$ cat src/common/cpu_pkg.sv
`default_nettype none

package cpu_pkg;

    localparam int data_width = 16;
    localparam int reg_count = 8;
    localparam int reg_addr_width = $clog2(reg_count);
    localparam int dmem_words = 32;
    localparam int dmem_addr_width = $clog2(dmem_words);
    localparam int opcode_width = 5;
    localparam int imm_width = 8;

    // Codes that are not listed here are treated as nop by the decoder.
    typedef enum logic [opcode_width-1:0] {
        op_add   = 5'd0,
        op_sub   = 5'd1,
        op_and   = 5'd2,
        op_not   = 5'd3,
        op_inc   = 5'd4,
        op_dec   = 5'd5,
        op_or    = 5'd6,
        op_xor   = 5'd7,
        op_shl   = 5'd8,
        op_shr   = 5'd9,
        op_load  = 5'd12,
        op_store = 5'd13,
        op_ldi   = 5'd14,
        op_nop   = 5'd31
    } opcode_e;

    // Single-operand instructions use ra only and leave rb unused.
    function automatic logic is_single_operand(input opcode_e op);
        case (op)
            op_not, op_inc, op_dec, op_shl, op_shr, op_ldi: return 1'b1;
            default: return 1'b0;
        endcase
    endfunction

    typedef struct packed {
        logic                      valid;
        opcode_e                   op;
        logic [reg_addr_width-1:0] dest;
        logic [data_width-1:0]     op_a;
        logic [data_width-1:0]     op_b;
        logic [reg_addr_width-1:0] src_a;
        logic [reg_addr_width-1:0] src_b;
        logic [imm_width-1:0]      imm;
    } decoded_t;

    // For load and store, result carries the data memory address.
    typedef struct packed {
        logic                      valid;
        opcode_e                   op;
        logic [reg_addr_width-1:0] dest;
        logic                      writes_reg;
        logic [data_width-1:0]     result;
        logic [data_width-1:0]     store_data;
    } exec_t;

    typedef struct packed {
        logic                      valid;
        logic [reg_addr_width-1:0] dest;
        logic [data_width-1:0]     data;
    } retire_t;

endpackage

`default_nettype wire

$ cat src/regfile/reg_file.sv
`timescale 1ns/10ps
`default_nettype none

module reg_file
    import cpu_pkg::*;
(
    input  logic                      clk,
    input  logic                      reset,
    input  logic [reg_addr_width-1:0] read_addr_a,
    input  logic [reg_addr_width-1:0] read_addr_b,
    input  logic                      single_operand,
    output logic [data_width-1:0]     read_data_a,
    output logic [data_width-1:0]     read_data_b,
    input  retire_t                   write
);

    logic [data_width-1:0] regs [reg_count];

    // A register being written in this cycle is read with its new value.
    function automatic logic [data_width-1:0] read_port(
        input logic [reg_addr_width-1:0] addr
    );
        logic [data_width-1:0] value;
        value = regs[addr];
        if (write.valid && write.dest == addr) begin
            value = write.data;
        end
        return value;
    endfunction

    always_ff @(posedge clk) begin
        if (reset) begin
            for (int i = 0; i < reg_count; i++) begin
                regs[i] <= '0;
            end
        end else if (write.valid) begin
            regs[write.dest] <= write.data;
        end
    end

    logic [data_width-1:0] data_a;
    logic [data_width-1:0] data_b;

    always_comb begin
        data_a = read_port(read_addr_a);
        data_b = read_port(read_addr_b);
    end

    assign read_data_a = data_a;

    // Single-operand ops see the first operand on both ports.
    assign read_data_b = single_operand ? data_a : data_b;

endmodule

`default_nettype wire

$ cat src/logic/decode_stage.sv
`timescale 1ns/10ps
`default_nettype none

module decode_stage
    import cpu_pkg::*;
(
    input  logic                      clk,
    input  logic                      reset,
    input  logic                      instr_valid,
    input  logic [data_width-1:0]     instr,
    output logic [reg_addr_width-1:0] read_addr_a,
    output logic [reg_addr_width-1:0] read_addr_b,
    output logic                      single_operand,
    input  logic [data_width-1:0]     read_data_a,
    input  logic [data_width-1:0]     read_data_b,
    output decoded_t                  decoded
);

    logic [opcode_width-1:0]   op_field;
    logic [reg_addr_width-1:0] ra;
    logic [reg_addr_width-1:0] rb;
    opcode_e                   op;
    decoded_t                  decoded_next;

    assign op_field = instr[15:11];
    assign ra = instr[10:8];
    assign rb = instr[7:5];

    always_comb begin
        case (op_field)
            op_add, op_sub, op_and, op_not, op_inc, op_dec, op_or, op_xor,
            op_shl, op_shr, op_load, op_store, op_ldi: op = opcode_e'(op_field);
            default: op = op_nop;
        endcase
    end

    assign single_operand = is_single_operand(op);
    assign read_addr_a = ra;
    assign read_addr_b = rb;

    always_comb begin
        decoded_next.valid = instr_valid;
        decoded_next.op = op;
        decoded_next.dest = ra;
        decoded_next.op_a = read_data_a;
        decoded_next.op_b = read_data_b;
        decoded_next.src_a = ra;
        // Port b carried ra's value, so forwarding must track ra as well.
        decoded_next.src_b = single_operand ? ra : rb;
        decoded_next.imm = instr[imm_width-1:0];
    end

    always_ff @(posedge clk) begin
        if (reset) begin
            decoded.valid <= 1'b0;
        end else begin
            decoded <= decoded_next;
        end
    end

endmodule

`default_nettype wire

$ cat src/logic/execute_stage.sv
`timescale 1ns/10ps
`default_nettype none

module execute_stage
    import cpu_pkg::*;
(
    input  logic     clk,
    input  logic     reset,
    input  decoded_t decoded,
    input  retire_t  retire,
    output exec_t    executed
);

    logic [data_width-1:0] a;
    logic [data_width-1:0] b;
    logic [data_width-1:0] alu_result;
    exec_t                 executed_next;

    // The newest producer wins. A load still in this stage has no data yet,
    // which is the load delay slot.
    function automatic logic [data_width-1:0] forward_operand(
        input logic [reg_addr_width-1:0] src,
        input logic [data_width-1:0]     decoded_value
    );
        logic [data_width-1:0] value;
        value = decoded_value;
        if (executed.valid && executed.writes_reg && executed.op != op_load
                && executed.dest == src) begin
            value = executed.result;
        end else if (retire.valid && retire.dest == src) begin
            value = retire.data;
        end
        return value;
    endfunction

    always_comb begin
        a = forward_operand(decoded.src_a, decoded.op_a);
        b = forward_operand(decoded.src_b, decoded.op_b);
    end

    always_comb begin
        case (decoded.op)
            op_add:   alu_result = a + b;
            op_sub:   alu_result = a - b;
            op_and:   alu_result = a & b;
            op_or:    alu_result = a | b;
            op_xor:   alu_result = a ^ b;
            op_not:   alu_result = ~a;
            op_inc:   alu_result = a + 1'b1;
            op_dec:   alu_result = a - 1'b1;
            op_shl:   alu_result = a << 1;
            op_shr:   alu_result = a >> 1;
            op_ldi:   alu_result = {{(data_width-imm_width){1'b0}}, decoded.imm};
            op_load,
            op_store: alu_result = b;
            default:  alu_result = '0;
        endcase
    end

    always_comb begin
        executed_next.valid = decoded.valid;
        executed_next.op = decoded.op;
        executed_next.dest = decoded.dest;
        executed_next.writes_reg = (decoded.op != op_store) && (decoded.op != op_nop);
        executed_next.result = alu_result;
        executed_next.store_data = a;
    end

    always_ff @(posedge clk) begin
        if (reset) begin
            executed.valid <= 1'b0;
        end else begin
            executed <= executed_next;
        end
    end

endmodule

`default_nettype wire

$ cat src/logic/memory_stage.sv
`timescale 1ns/10ps
`default_nettype none

module memory_stage
    import cpu_pkg::*;
(
    input  logic    clk,
    input  logic    reset,
    input  exec_t   executed,
    output retire_t retire
);

    logic [data_width-1:0]      dmem [dmem_words];
    logic [dmem_addr_width-1:0] addr;
    logic [data_width-1:0]      load_data;

    // Only the low address bits select a word.
    assign addr = executed.result[dmem_addr_width-1:0];
    assign load_data = dmem[addr];

    always_ff @(posedge clk) begin
        if (executed.valid && executed.op == op_store) begin
            dmem[addr] <= executed.store_data;
        end
    end

    always_ff @(posedge clk) begin
        if (reset) begin
            retire.valid <= 1'b0;
        end else begin
            retire.valid <= executed.valid && executed.writes_reg;
            retire.dest <= executed.dest;
            if (executed.op == op_load) begin
                retire.data <= load_data;
            end else begin
                retire.data <= executed.result;
            end
        end
    end

endmodule

`default_nettype wire

$ cat src/logic/cpu_top.sv
`timescale 1ns/10ps
`default_nettype none

module cpu_top
    import cpu_pkg::*;
(
    input  logic                  clk,
    input  logic                  reset,
    input  logic                  instr_valid,
    input  logic [data_width-1:0] instr,
    output retire_t               retire
);

    logic [reg_addr_width-1:0] read_addr_a;
    logic [reg_addr_width-1:0] read_addr_b;
    logic                      single_operand;
    logic [data_width-1:0]     read_data_a;
    logic [data_width-1:0]     read_data_b;
    decoded_t                  decoded;
    exec_t                     executed;

    reg_file u_reg_file (
        .clk            (clk),
        .reset          (reset),
        .read_addr_a    (read_addr_a),
        .read_addr_b    (read_addr_b),
        .single_operand (single_operand),
        .read_data_a    (read_data_a),
        .read_data_b    (read_data_b),
        .write          (retire)
    );

    decode_stage u_decode_stage (
        .clk            (clk),
        .reset          (reset),
        .instr_valid    (instr_valid),
        .instr          (instr),
        .read_addr_a    (read_addr_a),
        .read_addr_b    (read_addr_b),
        .single_operand (single_operand),
        .read_data_a    (read_data_a),
        .read_data_b    (read_data_b),
        .decoded        (decoded)
    );

    execute_stage u_execute_stage (
        .clk      (clk),
        .reset    (reset),
        .decoded  (decoded),
        .retire   (retire),
        .executed (executed)
    );

    // The retire register is also the register file write port.
    memory_stage u_memory_stage (
        .clk      (clk),
        .reset    (reset),
        .executed (executed),
        .retire   (retire)
    );

endmodule

`default_nettype wire

$ cat config.mk
export PLATFORM = sky130hd
export DESIGN_NAME = cpu_top
export DESIGN_NICKNAME = d
export VERILOG_FILES = /design/src/common/cpu_pkg.sv /design/src/regfile/reg_file.sv /design/src/logic/decode_stage.sv /design/src/logic/execute_stage.sv /design/src/logic/memory_stage.sv /design/src/logic/cpu_top.sv
export SDC_FILE = /design/constraint.sdc
export NUM_CORES = 1
export LEC_CHECK = 0
export BUFFER_PORTS_ARGS = -buffer_cell sky130_fd_sc_hd__buf_2
export CAP_MARGIN = 10
export CORE_AREA = 10 10 351 421
export CTS_CLUSTER_DIAMETER = 80
export DETAILED_ROUTE_END_ITERATION = 8
export DIE_AREA = 0 0 361 431
export GPL_ROUTABILITY_DRIVEN = 0
export PLACE_DENSITY = 0.41
export SLEW_MARGIN = 10
export SYNTH_ARGS = -nofsm -noshare
export SYNTH_HDL_FRONTEND = slang
export SYNTH_HIERARCHICAL = 1
export SYNTH_SLANG_ARGS = --single-unit
$ cat constraint.sdc
create_clock -name clk -period 9.6 [get_ports clk]
set_input_delay 0.48 -clock clk [delete_from_list [all_inputs] [get_ports clk]]
set_output_delay 0.48 -clock clk [all_outputs]
set_load 0.01 [all_outputs]
# Word level (Yosys, flattened, before mapping)
# Memories as Yosys holds them, arrays and structs flattened. A register that Yosys moved wholly into a read port is not among the register bits.
# Cells that the tools add are included.
dict set report totals {
  reg_bits 114
  ram_bits 640
  input_bits 19
  output_inout_bits 20
  word_cells 106
  mem_count 2
}
dict set report classes {
  addsub 4
  eq_ne 41
  muxes 23
  n_bitwise 4
  n_reduce_logical 16
}
# memory words width rd rd_ports_with_merged_regs wr line
set mem_list {}
lappend mem_list {u_memory_stage.dmem 32 16 1 1 1 memory_stage.sv:13} ;# logic [data_width-1:0] dmem [dmem_words];
lappend mem_list {u_reg_file.regs 8 16 2 0 8 reg_file.sv:17} ;# logic [data_width-1:0] regs [reg_count];
# op n
set ops {}
lappend ops {{16-bit case mux with 12 select lines} 1}
lappend ops {{16-bit 2-to-1 mux} 9}
lappend ops {{5-bit by 4-bit == test with 1-bit output, second input constant} 15}
lappend ops {{5-bit by 3-bit == test with 1-bit output, second input constant} 10}
lappend ops {{5-bit by 2-bit == test with 1-bit output, second input constant} 5}
lappend ops {{3-bit == test} 6}
lappend ops {{16-bit by 1-bit adder with 16-bit output, second input constant} 1}
lappend ops {{16-bit adder} 1}
lappend ops {{16-bit AND} 1}
lappend ops {{16-bit inverter} 1}
lappend ops {{16-bit bitwise OR} 1}
lappend ops {{16-bit OR reduction} 1}
lappend ops {{16-bit by 1-bit subtractor with 16-bit output, second input constant} 1}
lappend ops {{16-bit subtractor} 1}
lappend ops {{16-bit bitwise XOR} 1}
lappend ops {{13-bit OR reduction} 1}
lappend ops {{5-bit by 1-bit == test with 1-bit output, second input constant} 2}
lappend ops {{1-bit logical AND} 10}
lappend ops {{5-bit logical NOT} 2}
lappend ops {{5-bit 2-to-1 mux} 2}
lappend ops {{5-bit by 4-bit inequality test with 1-bit output, second input constant} 2}
lappend ops {{1-bit 2-to-1 mux} 9}
lappend ops {{3-bit 2-to-1 mux} 2}
lappend ops {{6-bit OR reduction} 1}
lappend ops {{2 further kinds} 2}

# Longest topological paths before layout
# Gate-level depths: netlist of the first run.
dict set report logic_depth {
  depth_word 7
  depth_mapped 23
  depth_no_buf 21
}

# By module
# Netlist of the first run, hierarchy kept.
# module instances cells_each area_each_um2 seq_area_each_um2
set by_module_without_submodules {}
lappend by_module_without_submodules {memory_stage 1 1062 20694.8 15965.3}
lappend by_module_without_submodules {reg_file 1 516 7388.3 3843.7}
lappend by_module_without_submodules {execute_stage 1 562 4768.3 1251.2}
lappend by_module_without_submodules {decode_stage 1 78 1756.7 1551.5}

# Worst setup path after synthesis of the first run
# Ideal clock, no wire load.
dict set report synth_timing {
  path_kind {register to register}
  startpoint {reg, netlist name u_memory_stage/retire[18]}
  endpoint {reg, netlist name u_execute_stage/executed[30]}
  setup_ns 0.259
  t_arrival_ns 4.685
  required_time_ns 9.341
  setup_slack_ns 4.656
  stages_incl_launch_ff 22
  n_path_buf 2
  period_less_slack_ns 4.944
  cell_sequence {edfxtp_1 -> xnor2_1 -> nand4_2 -> clkbuf_1 -> buf_2 -> mux2i_1 -> nor2_1 -> a21oi_1 -> ha_1 -> xor2_1 -> a22oi_1 -> ha_1 -> a21o_1 -> a21oi_1 -> o21bai_1 -> a2111oi_0 -> o41ai_1 -> a211oi_1 -> nor2_1 -> a21oi_1 -> nor4b_1 -> a211o_1}
}
dict set report synth_via {
  elab_chain_cells 6
  elab_cells_between_ends 17
  cone_classes {add/sub (4); eq/ne (2); mux (5); bitwise (4); reduce/logical (2)}
}
# item line
set synth_lines {}
lappend synth_lines {{3-bit == test} execute_stage.sv:30} ;# end else if (retire.valid && retire.dest == src) begin
lappend synth_lines {{1-bit logical AND} execute_stage.sv:30}
lappend synth_lines {{16-bit 2-to-1 mux} execute_stage.sv:30}
lappend synth_lines {{16-bit 2-to-1 mux} execute_stage.sv:27} ;# if (executed.valid && executed.writes_reg && executed.op != op_load
lappend synth_lines {{16-bit by 1-bit subtractor with 16-bit output (tied with other cells)} execute_stage.sv:50} ;# op_dec: alu_result = a - 1'b1;
lappend synth_lines {{16-bit case mux with 12 select lines (*)} execute_stage.sv:42} ;# case (decoded.op)
lappend synth_lines {{via u_execute_stage.alu_result[14]} execute_stage.sv:16} ;# logic [data_width-1:0] alu_result;
# Mark *: on every way through the listed nets, which the timed path passes. The rest lies on a longest branch.
# A chain may end at the register's enable or synchronous reset.

# Worst setup path in the final report of the first run
dict set report layout_timing {
  startpoint {reg, netlist name u_memory_stage/retire[16]}
  endpoint {reg, netlist name u_execute_stage/executed[30]}
}
dict set report layout_via {
  elab_chain_cells 6
  elab_cells_between_ends 17
  cone_classes {add/sub (4); eq/ne (2); mux (5); bitwise (4); reduce/logical (2)}
}
# item line
set layout_lines {}
lappend layout_lines {{3-bit == test} execute_stage.sv:30}
lappend layout_lines {{1-bit logical AND} execute_stage.sv:30}
lappend layout_lines {{16-bit 2-to-1 mux} execute_stage.sv:30}
lappend layout_lines {{16-bit 2-to-1 mux} execute_stage.sv:27}
lappend layout_lines {{16-bit by 1-bit subtractor with 16-bit output (tied with other cells)} execute_stage.sv:50}
lappend layout_lines {{16-bit case mux with 12 select lines (*)} execute_stage.sv:42}
lappend layout_lines {{via u_execute_stage.alu_result[14]} execute_stage.sv:16}
# Marks and branches as above.

==> results.md, run 1 <==
- H-tree levels: 3
- Per-cell routed wire length: 25.8 um
- Total negative slack for setup checks: 0 ps
- Number of buffer cells added on primary ports: 38
- Internal power: 6.00 mW
- Number of register bits inferred by synthesis: 754
- Relative slew margins: 0.251
- Fraction of power consumed by the clock network: 0.416
- Predominant post-synthesis flop cell: sky130_fd_sc_hd__edfxtp_1
- Dpl hpwl: 69600 um
- Largest fanout of any net on the critical path: 28
- Worst Setup Slack, final: 4090 ps
- Initial Util: 0.249
- Area fraction in compound gates after synthesis: 0.0607
- Seq. cell area: 0.0226 mm2
- Fraction of layout cells with a size suffix above 1: 0.192
- Clk_lat worst skew: 700 ps
- Max-slew violation count: 0
- Number of hold violations in the final report: 0
- Worst path required time: 10010 ps
- Post_cts resized: 0
- Count of fill cells added during filler insertion: 13800
- Count of different cell masters after synthesis: 91
- Area of the core: 0.139 mm2
- Synth warnings: 6
- CTS tree: built
- Clock root buffer: sky130_fd_sc_hd__clkbuf_16
- Share of the cycle needed by the critical path after routing: 0.574
- Footprint of the multi-input gates: 0.0111 mm2
- Net switching power figure: 2.10 mW
- Largest net degree at the start of global routing: 54
- Iteration-0 DRC count of the detailed router: 1663
- Antenna violations before repair: 7
- Worst slew pin tran: 1120 ps
- DIE WIDTH: 361 um
- Cell count after synthesis: 2218
- Residual DRC count: 0
- Vias: 20100
- Portion of netlist area occupied by mux cells: 0.148
- Row Count: 150
- Post-layout net count: 2367
- Total power density per cell area: 202 mW/mm2
- Final critical path time including I/O delays and setup: 5510 ps
- Worst supply voltage drop on vdd: 0.000129 V
- Post-synthesis xor/xnor area fraction: 0.0121
- Dominant combinational cell family by area after synthesis: multiplexers
- Arrival time at the worst endpoint: 5920 ps
- Worst setup path category: reg2reg
- Setup Skew: 49.8 ps
- Power share of the sequential group: 0.471
- Detailed Routing Iterations Pass 1: 5
- Total overflow reported by the global router: 0
- Number of buffers added for setup after CTS: 0
- Share of total power in combinational logic: 0.113
- CTS clk-pin slew, worst paths: 60 ps
- Type of the tightest min-delay check: in2reg
- Total power: 8.09 mW
- Maximum clock frequency: 181 MHz
- First-pass GRT wire length: 155000 um
- Post-synthesis to final-layout area growth: 15.7%
- Number of flops mapped to enable cells by yosys: 751
- Leakage dissipation: 13.6 nW
- Netlist area before placement: 0.0346 mm2
- Bufs on Longest Clock Path: 3
- Number of violations of the max-capacitance limit: 0
- Top-level port count: 39
- Via density per instance: 4.79
- Number of hold-repair buffers added at the cts stage: 5
- Unrepaired setup endpoints after global routing: false
- Combined global-route utilization of all metal layers: 0.136
- Type of element capturing the critical path: register
- Clock sink count: 754
- Final WL: 108000 um
- Average instance area after synthesis: 15.6 um2
- Number of nets produced by synthesis: 2285
- Sort of element at the start of the critical path: register
- Antenna-violating nets left: 0
- TritonCTS Buffers: 87
- Number of endpoints failing setup at the final stage: 0
- Sequential area share after synthesis: 0.653
- Fraction of power spent switching nets: 0.259
- Status: finished, final reports clean
- Fraction of the mapped netlist area in simple logic gates: 0.0813
- Die footprint: 0.156 mm2
- Area share of fa/ha/maj cells after synthesis: 0.0176
- Worst setup slack after placement: 4110 ps
- Die boundary height: 431 um
- Number of global-route vias before repair: 20800
- Fraction of registers with async set/reset: 0
cells in the mapped netlist (all sizes together), types with 5 or more instances:
master	number	area, um2
a2111oi	7	70.1
a211o	18	158
a211oi	8	60.1
a21oi	92	460
a221oi	11	96.3
a22oi	25	188
a31oi	5	46.3
and2	115	719
buf	81	547
clkbuf	53	200
edfxtp	751	22600
ha	47	588
inv	49	184
mux2	15	173
mux2i	174	1770
mux4	141	3180
nand2	81	304
nand2b	12	75.1
nand3	25	125
nand4	7	65.1
nor2	164	623
nor2b	9	56.3
nor3	59	295
nor4	18	128
o211ai	14	110
o21ai	51	255
o22ai	39	244
o32a	6	60.1
or2	15	93.8
or3	16	100
xnor2	25	219
xor2	19	200
flip-flops by register name (all words and copies together), names as in the netlist:
register,count
u_decode_stage/decoded,52
u_reg_file/regs,128
u_memory_stage/retire,20
u_memory_stage/dmem,512
u_execute_stage/executed,42
cells in the final DEF, fill, tap and decap left out, types with 39 or more instances in the layout:
cell type | synthesis | final
sky130_fd_sc_hd__o21ai_0 | 49 | 49
sky130_fd_sc_hd__buf_4 | 26 | 83
sky130_fd_sc_hd__a21oi_1 | 92 | 92
sky130_fd_sc_hd__and2_1 | 115 | 115
sky130_fd_sc_hd__edfxtp_1 | 751 | 751
sky130_fd_sc_hd__mux4_2 | 141 | 141
sky130_fd_sc_hd__nor3_1 | 59 | 51
sky130_fd_sc_hd__o22ai_1 | 39 | 39
sky130_fd_sc_hd__mux2i_1 | 172 | 172
sky130_fd_sc_hd__nand2_1 | 81 | 81
sky130_fd_sc_hd__clkbuf_16 | 0 | 88
sky130_fd_sc_hd__nor2_1 | 161 | 153
sky130_fd_sc_hd__ha_1 | 47 | 47
sky130_fd_sc_hd__inv_1 | 49 | 47
routing by layer:
layer,wire (um),vias to the layer above,track usage,share of wire
li1,-,8890,-,-
met1,46700,10500,0.174,0.43
met2,54700,523,0.237,0.50
met3,4450,136,0.0188,0.041
met4,2470,4,0.0386,0.023
met5,24,-,0,0.00022
cell families after synthesis:
kind of cell	count (synthesis)
flip-flops	754
AND/OR/NAND/NOR	545
multiplexers	330
AO/OA/AOI/OAI	312
buffers and inverters	185
adder cells (fa/ha/maj)	48
XOR/XNOR	44
through the flow:
stage / util / area, um2 / std cells / hold slack, ps
floorplan: - / 34600 / 2218 / 414
global placement: 0.266 / 37000 / 4029 / 509
detailed placement: 0.266 / 37000 / 4029 / 512
CTS: 0.288 / 40000 / 4193 / 8.53
global route: 0.288 / 40000 / 4194 / 55.8
finish: 0.288 / 40000 / 4195 / 69.1
worst paths after layout:
check	from	endpoint	slack, ps	cells after the start
worst max-delay path	u_memory_stage/retire[16]	u_execute_stage/executed[30]	4090	20
worst min-delay path	instr_valid	u_decode_stage/decoded[54]	70	2
worst max register to register	u_memory_stage/retire[16]	u_execute_stage/executed[30]	4090	20
worst min register to register	u_execute_stage/executed[33]	u_memory_stage/retire[16]	530	0
final cells by class:
class | instances | area share
Inverter | 51 | 0.00478
Antenna cell | 1 | 0.0000625
Clock buffer | 105 | 0.0566
Timing Repair Buffer | 127 | 0.0223
Clock inverter | 54 | 0.0161
Tap cell | 1824 | 0.0570
Multi-Input combinational cell | 1279 | 0.278
Sequential cell | 754 | 0.565
worst max-delay path: stages, from the launching register on:
cell and delay, ps:
sky130_fd_sc_hd__edfxtp_1 800, sky130_fd_sc_hd__xnor2_1 160, sky130_fd_sc_hd__nand4_2 130, sky130_fd_sc_hd__buf_4 350, sky130_fd_sc_hd__mux2i_1 250, sky130_fd_sc_hd__nor2_1 60, sky130_fd_sc_hd__a21oi_1 310, sky130_fd_sc_hd__ha_1 280
sky130_fd_sc_hd__xor2_1 180, sky130_fd_sc_hd__a22oi_1 90, sky130_fd_sc_hd__ha_1 350, sky130_fd_sc_hd__a21o_1 180, sky130_fd_sc_hd__a21oi_1 230, sky130_fd_sc_hd__o21bai_1 120, sky130_fd_sc_hd__a2111oi_0 570, sky130_fd_sc_hd__o41ai_1 230
sky130_fd_sc_hd__a211oi_1 290, sky130_fd_sc_hd__nor2_1 110, sky130_fd_sc_hd__a21oi_1 220, sky130_fd_sc_hd__nor4b_1 80, sky130_fd_sc_hd__a211o_1 250
power by group through the flow:
stage	Sequential, mW	Combinational [mW]	Clock [mW]
finish	3.81	0.916	3.37
global route	3.81	0.989	3.61
detailed placement	3.88	0.919	0
CTS	3.81	0.926	3.47
floorplan	3.85	0.592	0
global placement	3.88	0.918	0
Power figures use the tool's default switching activity.
==> run 2: changes to the inputs <==
==> constraint.sdc (replaced) <==
create_clock -name clk -period 5.54 [get_ports clk]
set_input_delay 0.277 -clock clk [delete_from_list [all_inputs] [get_ports clk]]
set_output_delay 0.277 -clock clk [all_outputs]
set_load 0.01 [all_outputs]
==> run 2 against run 1 <==
Non-clock buffer count grew 33. Routed wire length rose by 1.4%. Combinational power up 79%. Final cell count up 0.72%. Flip-flop and latch count is the same. Count of clock-buffer cells in the layout is 1 lower. Critical path type unchanged.
==> results.md, run 2 (synthesis results as in run 1) <==
- Setup slack of the worst register-to-register path: 370 ps (-3710 ps)
- Largest Register: u_memory_stage/dmem
- Type of the tightest min-delay check: in2reg
- Setup Skew: 22.2 ps (-27.6 ps)
- Count of fill cells added during filler insertion: 13900 (+0.46%)
- Type of element capturing the critical path: register
- Total overflow reported by the global router: 0 (unchanged)
- Number of flip-flops under the largest register name: 512 (unchanged)
- Source of the worst register-to-register timing path: u_execute_stage/executed[36]
- Worst R2R End: u_execute_stage/executed[30]
- Most used cell, CP: sky130_fd_sc_hd__a21oi_1
- Final critical path time including I/O delays and setup: 5170 ps (-348 ps)
- TritonCTS Buffers: 87 (unchanged)
- Bufs on Longest Clock Path: 3 (unchanged)
- Number of violations of the max-capacitance limit: 0 (unchanged)
- Leading registers by flop count: u_memory_stage/dmem x512, u_reg_file/regs x128, u_decode_stage/decoded x52
- Clock root buffer: sky130_fd_sc_hd__clkbuf_16
- Initial Util: 0.249 (unchanged)
- Number of global-route vias before repair: 20900 (+0.48%)
- Arrival time at the worst endpoint: 5580 ps (-340 ps)
- Die footprint: 0.156 mm2 (unchanged)
- Termination of the worst setup path: u_execute_stage/executed[30]
- DIE WIDTH: 361 um (unchanged)
- Vias: 20400 (+1.5%)
- Worst setup slack after placement: 402 ps (-3710 ps)
- Largest fanout of any net on the critical path: 7 (-75%)
- Total power density per cell area: 348 mW/mm2 (+72%)
- Sort of element at the start of the critical path: register
- H-tree levels: 3 (unchanged)
- Fraction of layout cells with a size suffix above 1: 0.200 (+0.00886)
- Number of endpoints failing setup at the final stage: 0 (unchanged)
- Number of buffers added for setup after CTS: 0 (unchanged)
- Most used cells in the layout excluding fill and tap cells: sky130_fd_sc_hd__edfxtp_1, sky130_fd_sc_hd__mux2i_1, sky130_fd_sc_hd__nor2_1
- Area of the core: 0.139 mm2 (unchanged)
- Antenna violations before repair: 3 (-4)
- Die boundary height: 431 um (unchanged)
- Cell type of the slowest stage on the worst timing path: sky130_fd_sc_hd__a2111oi_1
- Number of buffer cells added on primary ports: 38 (unchanged)
- Most common cell after layout, fill and taps aside: sky130_fd_sc_hd__edfxtp_1
- Worst stage delay on the critical path: 570 ps (-230 ps)
- Final WL: 110000 um (+1.4%)
- Number of hold violations in the final report: 0 (unchanged)
- Launch point of the worst path: u_execute_stage/executed[36]
- Path length in cells of the critical path: 18 (-10%)
- Worst slew pin tran: 1140 ps (+23.0 ps)
- Dpl hpwl: 71400 um (+2.6%)
- First-pass GRT wire length: 157000 um (+1.1%)
- Residual DRC count: 0 (unchanged)
- Max-slew violation count: 0 (unchanged)
- Leakage dissipation: 13.8 nW (+1.1%)
- CP cell instances: nand4bb_1 > o211ai_2 > nor2_1 > a21oi_1 > ha_1 > xor2_1 > a22oi_1 > ha_1 > a21o_1 > a21oi_1 > o21bai_1 > a2111oi_1 > o41ai_1 > a211oi_1 > nor2_1 > a21oi_1 > nor4b_1 > a211o_1
- Total power: 14.0 mW (+73%)
- Met1 Routed Length: 46500 um (-0.41%)
- Worst supply voltage drop on vdd: 0.000231 V (+79%)
- Detailed Routing Iterations Pass 1: 7 (+2)
- Placed Instance Area: 0.0373 mm2 (+0.57%)
- Wire length on met2: 55100 um (+0.75%)
- Relative slew margins: 0.233 (-0.0176)
- Worst Setup Slack, final: 374 ps (-3710 ps)
- Via density per instance: 4.83 (+0.74%)
- Per-cell routed wire length: 26.0 um (+0.64%)
- Iteration-0 DRC count of the detailed router: 1700 (+2.2%)
- Routed length on met3: 5020 um (+13%)
- Post-layout net count: 2400 (+1.4%)
- Clock sink count: 754 (unchanged)
- Count of buffer and inverter cells on the critical path: 0 (-1)
- Footprint of the multi-input gates: 0.0111 mm2 (about the same)
- CTS clk-pin slew, worst paths: 60 ps (about the same)
- Worst path required time: 5950 ps (-4060 ps)
- Max Used Layer: met4
- Row Count: 150 (unchanged)
- Clk_lat worst skew: 680 ps (-20 ps)
- Finished layout cell area: 0.0403 mm2 (+0.69%)
- Worst setup path category: reg2reg
- Share of the cycle needed by the critical path after routing: 0.932 (+0.358)
- Largest net degree at the start of global routing: 79 (+46%)
- Combined global-route utilization of all metal layers: 0.138 (+0.00199)
- Seq. cell area: 0.0226 mm2 (unchanged)
- Cells on worst reg2reg path: 18 (-10%)
- CTS tree: built
- Maximum clock frequency: 194 MHz (+6.7%)
- Crit-path leading delay family: compound AO/OA/AOI/OAI gates
- Antenna-violating nets left: 0 (unchanged)
- Top-level port count: 39 (unchanged)
- Status: finished, final reports clean
- Post-synthesis to final-layout area growth: 16.5%
==> run 2: final cells by class <==
| class | count | area share |
|---|---|---|
| diodes | 1 | 0.0000621 |
| clock buffers | 104 | 0.0569 |
| clock inverters | 52 | 0.0150 |
| inverters | 51 | 0.00475 |
| multi-input cells | 1279 | 0.277 |
| flip-flops and latches | 754 | 0.561 |
| well taps | 1824 | 0.0566 |
| repair buffers | 160 | 0.0293 |
==> run 2: per-stage QoR <==
step,hold slack (ps),setup TNS [ps],utilization,cells
6_report,63.2,0,0.290,4225
5_1_grt,45.8,-24.8,0.290,4225
4_1_cts,15.2,0,0.290,4223
3_5_place_dp,456,0,0.268,4054
3_3_place_gp,460,0,0.268,4054
2_1_floorplan,349,0,-,2218
==> run 2: power by group <==
part	switching [mW]	internal, mW	leakage, nW
clock	2.41	3.39	1.39
combinational	1.05	0.590	5.30
sequential	0.146	6.44	7.07
==> run 2: routing by layer <==
layer  vias to the layer above  GRT usage
met5                         -          0
met4                         0     0.0446
met3                       174     0.0230
met2                       556      0.240
met1                     10700      0.172
li1                       8956          -
==> run 2: worst min-delay path by stage <==
stage,start,endpoint,cells after the start
2_1_floorplan,reset,u_decode_stage/decoded[54],1
3_3_place_gp,instr[2],u_decode_stage/decoded[2],1
3_5_place_dp,instr[3],u_decode_stage/decoded[3],1
4_1_cts,reset,u_execute_stage/executed[41],2
5_1_grt,instr[8],u_decode_stage/decoded[11],1
6_report,instr[8],u_decode_stage/decoded[11],1
==> run 2: what timing repair did <==
action / in CTS / in global routing
endpoints found under the hold margin: 11 / 0
endpoints found under the setup margin: 0 / 1
gates resized for setup: 0 / 1
hold buffers: 13 / 0
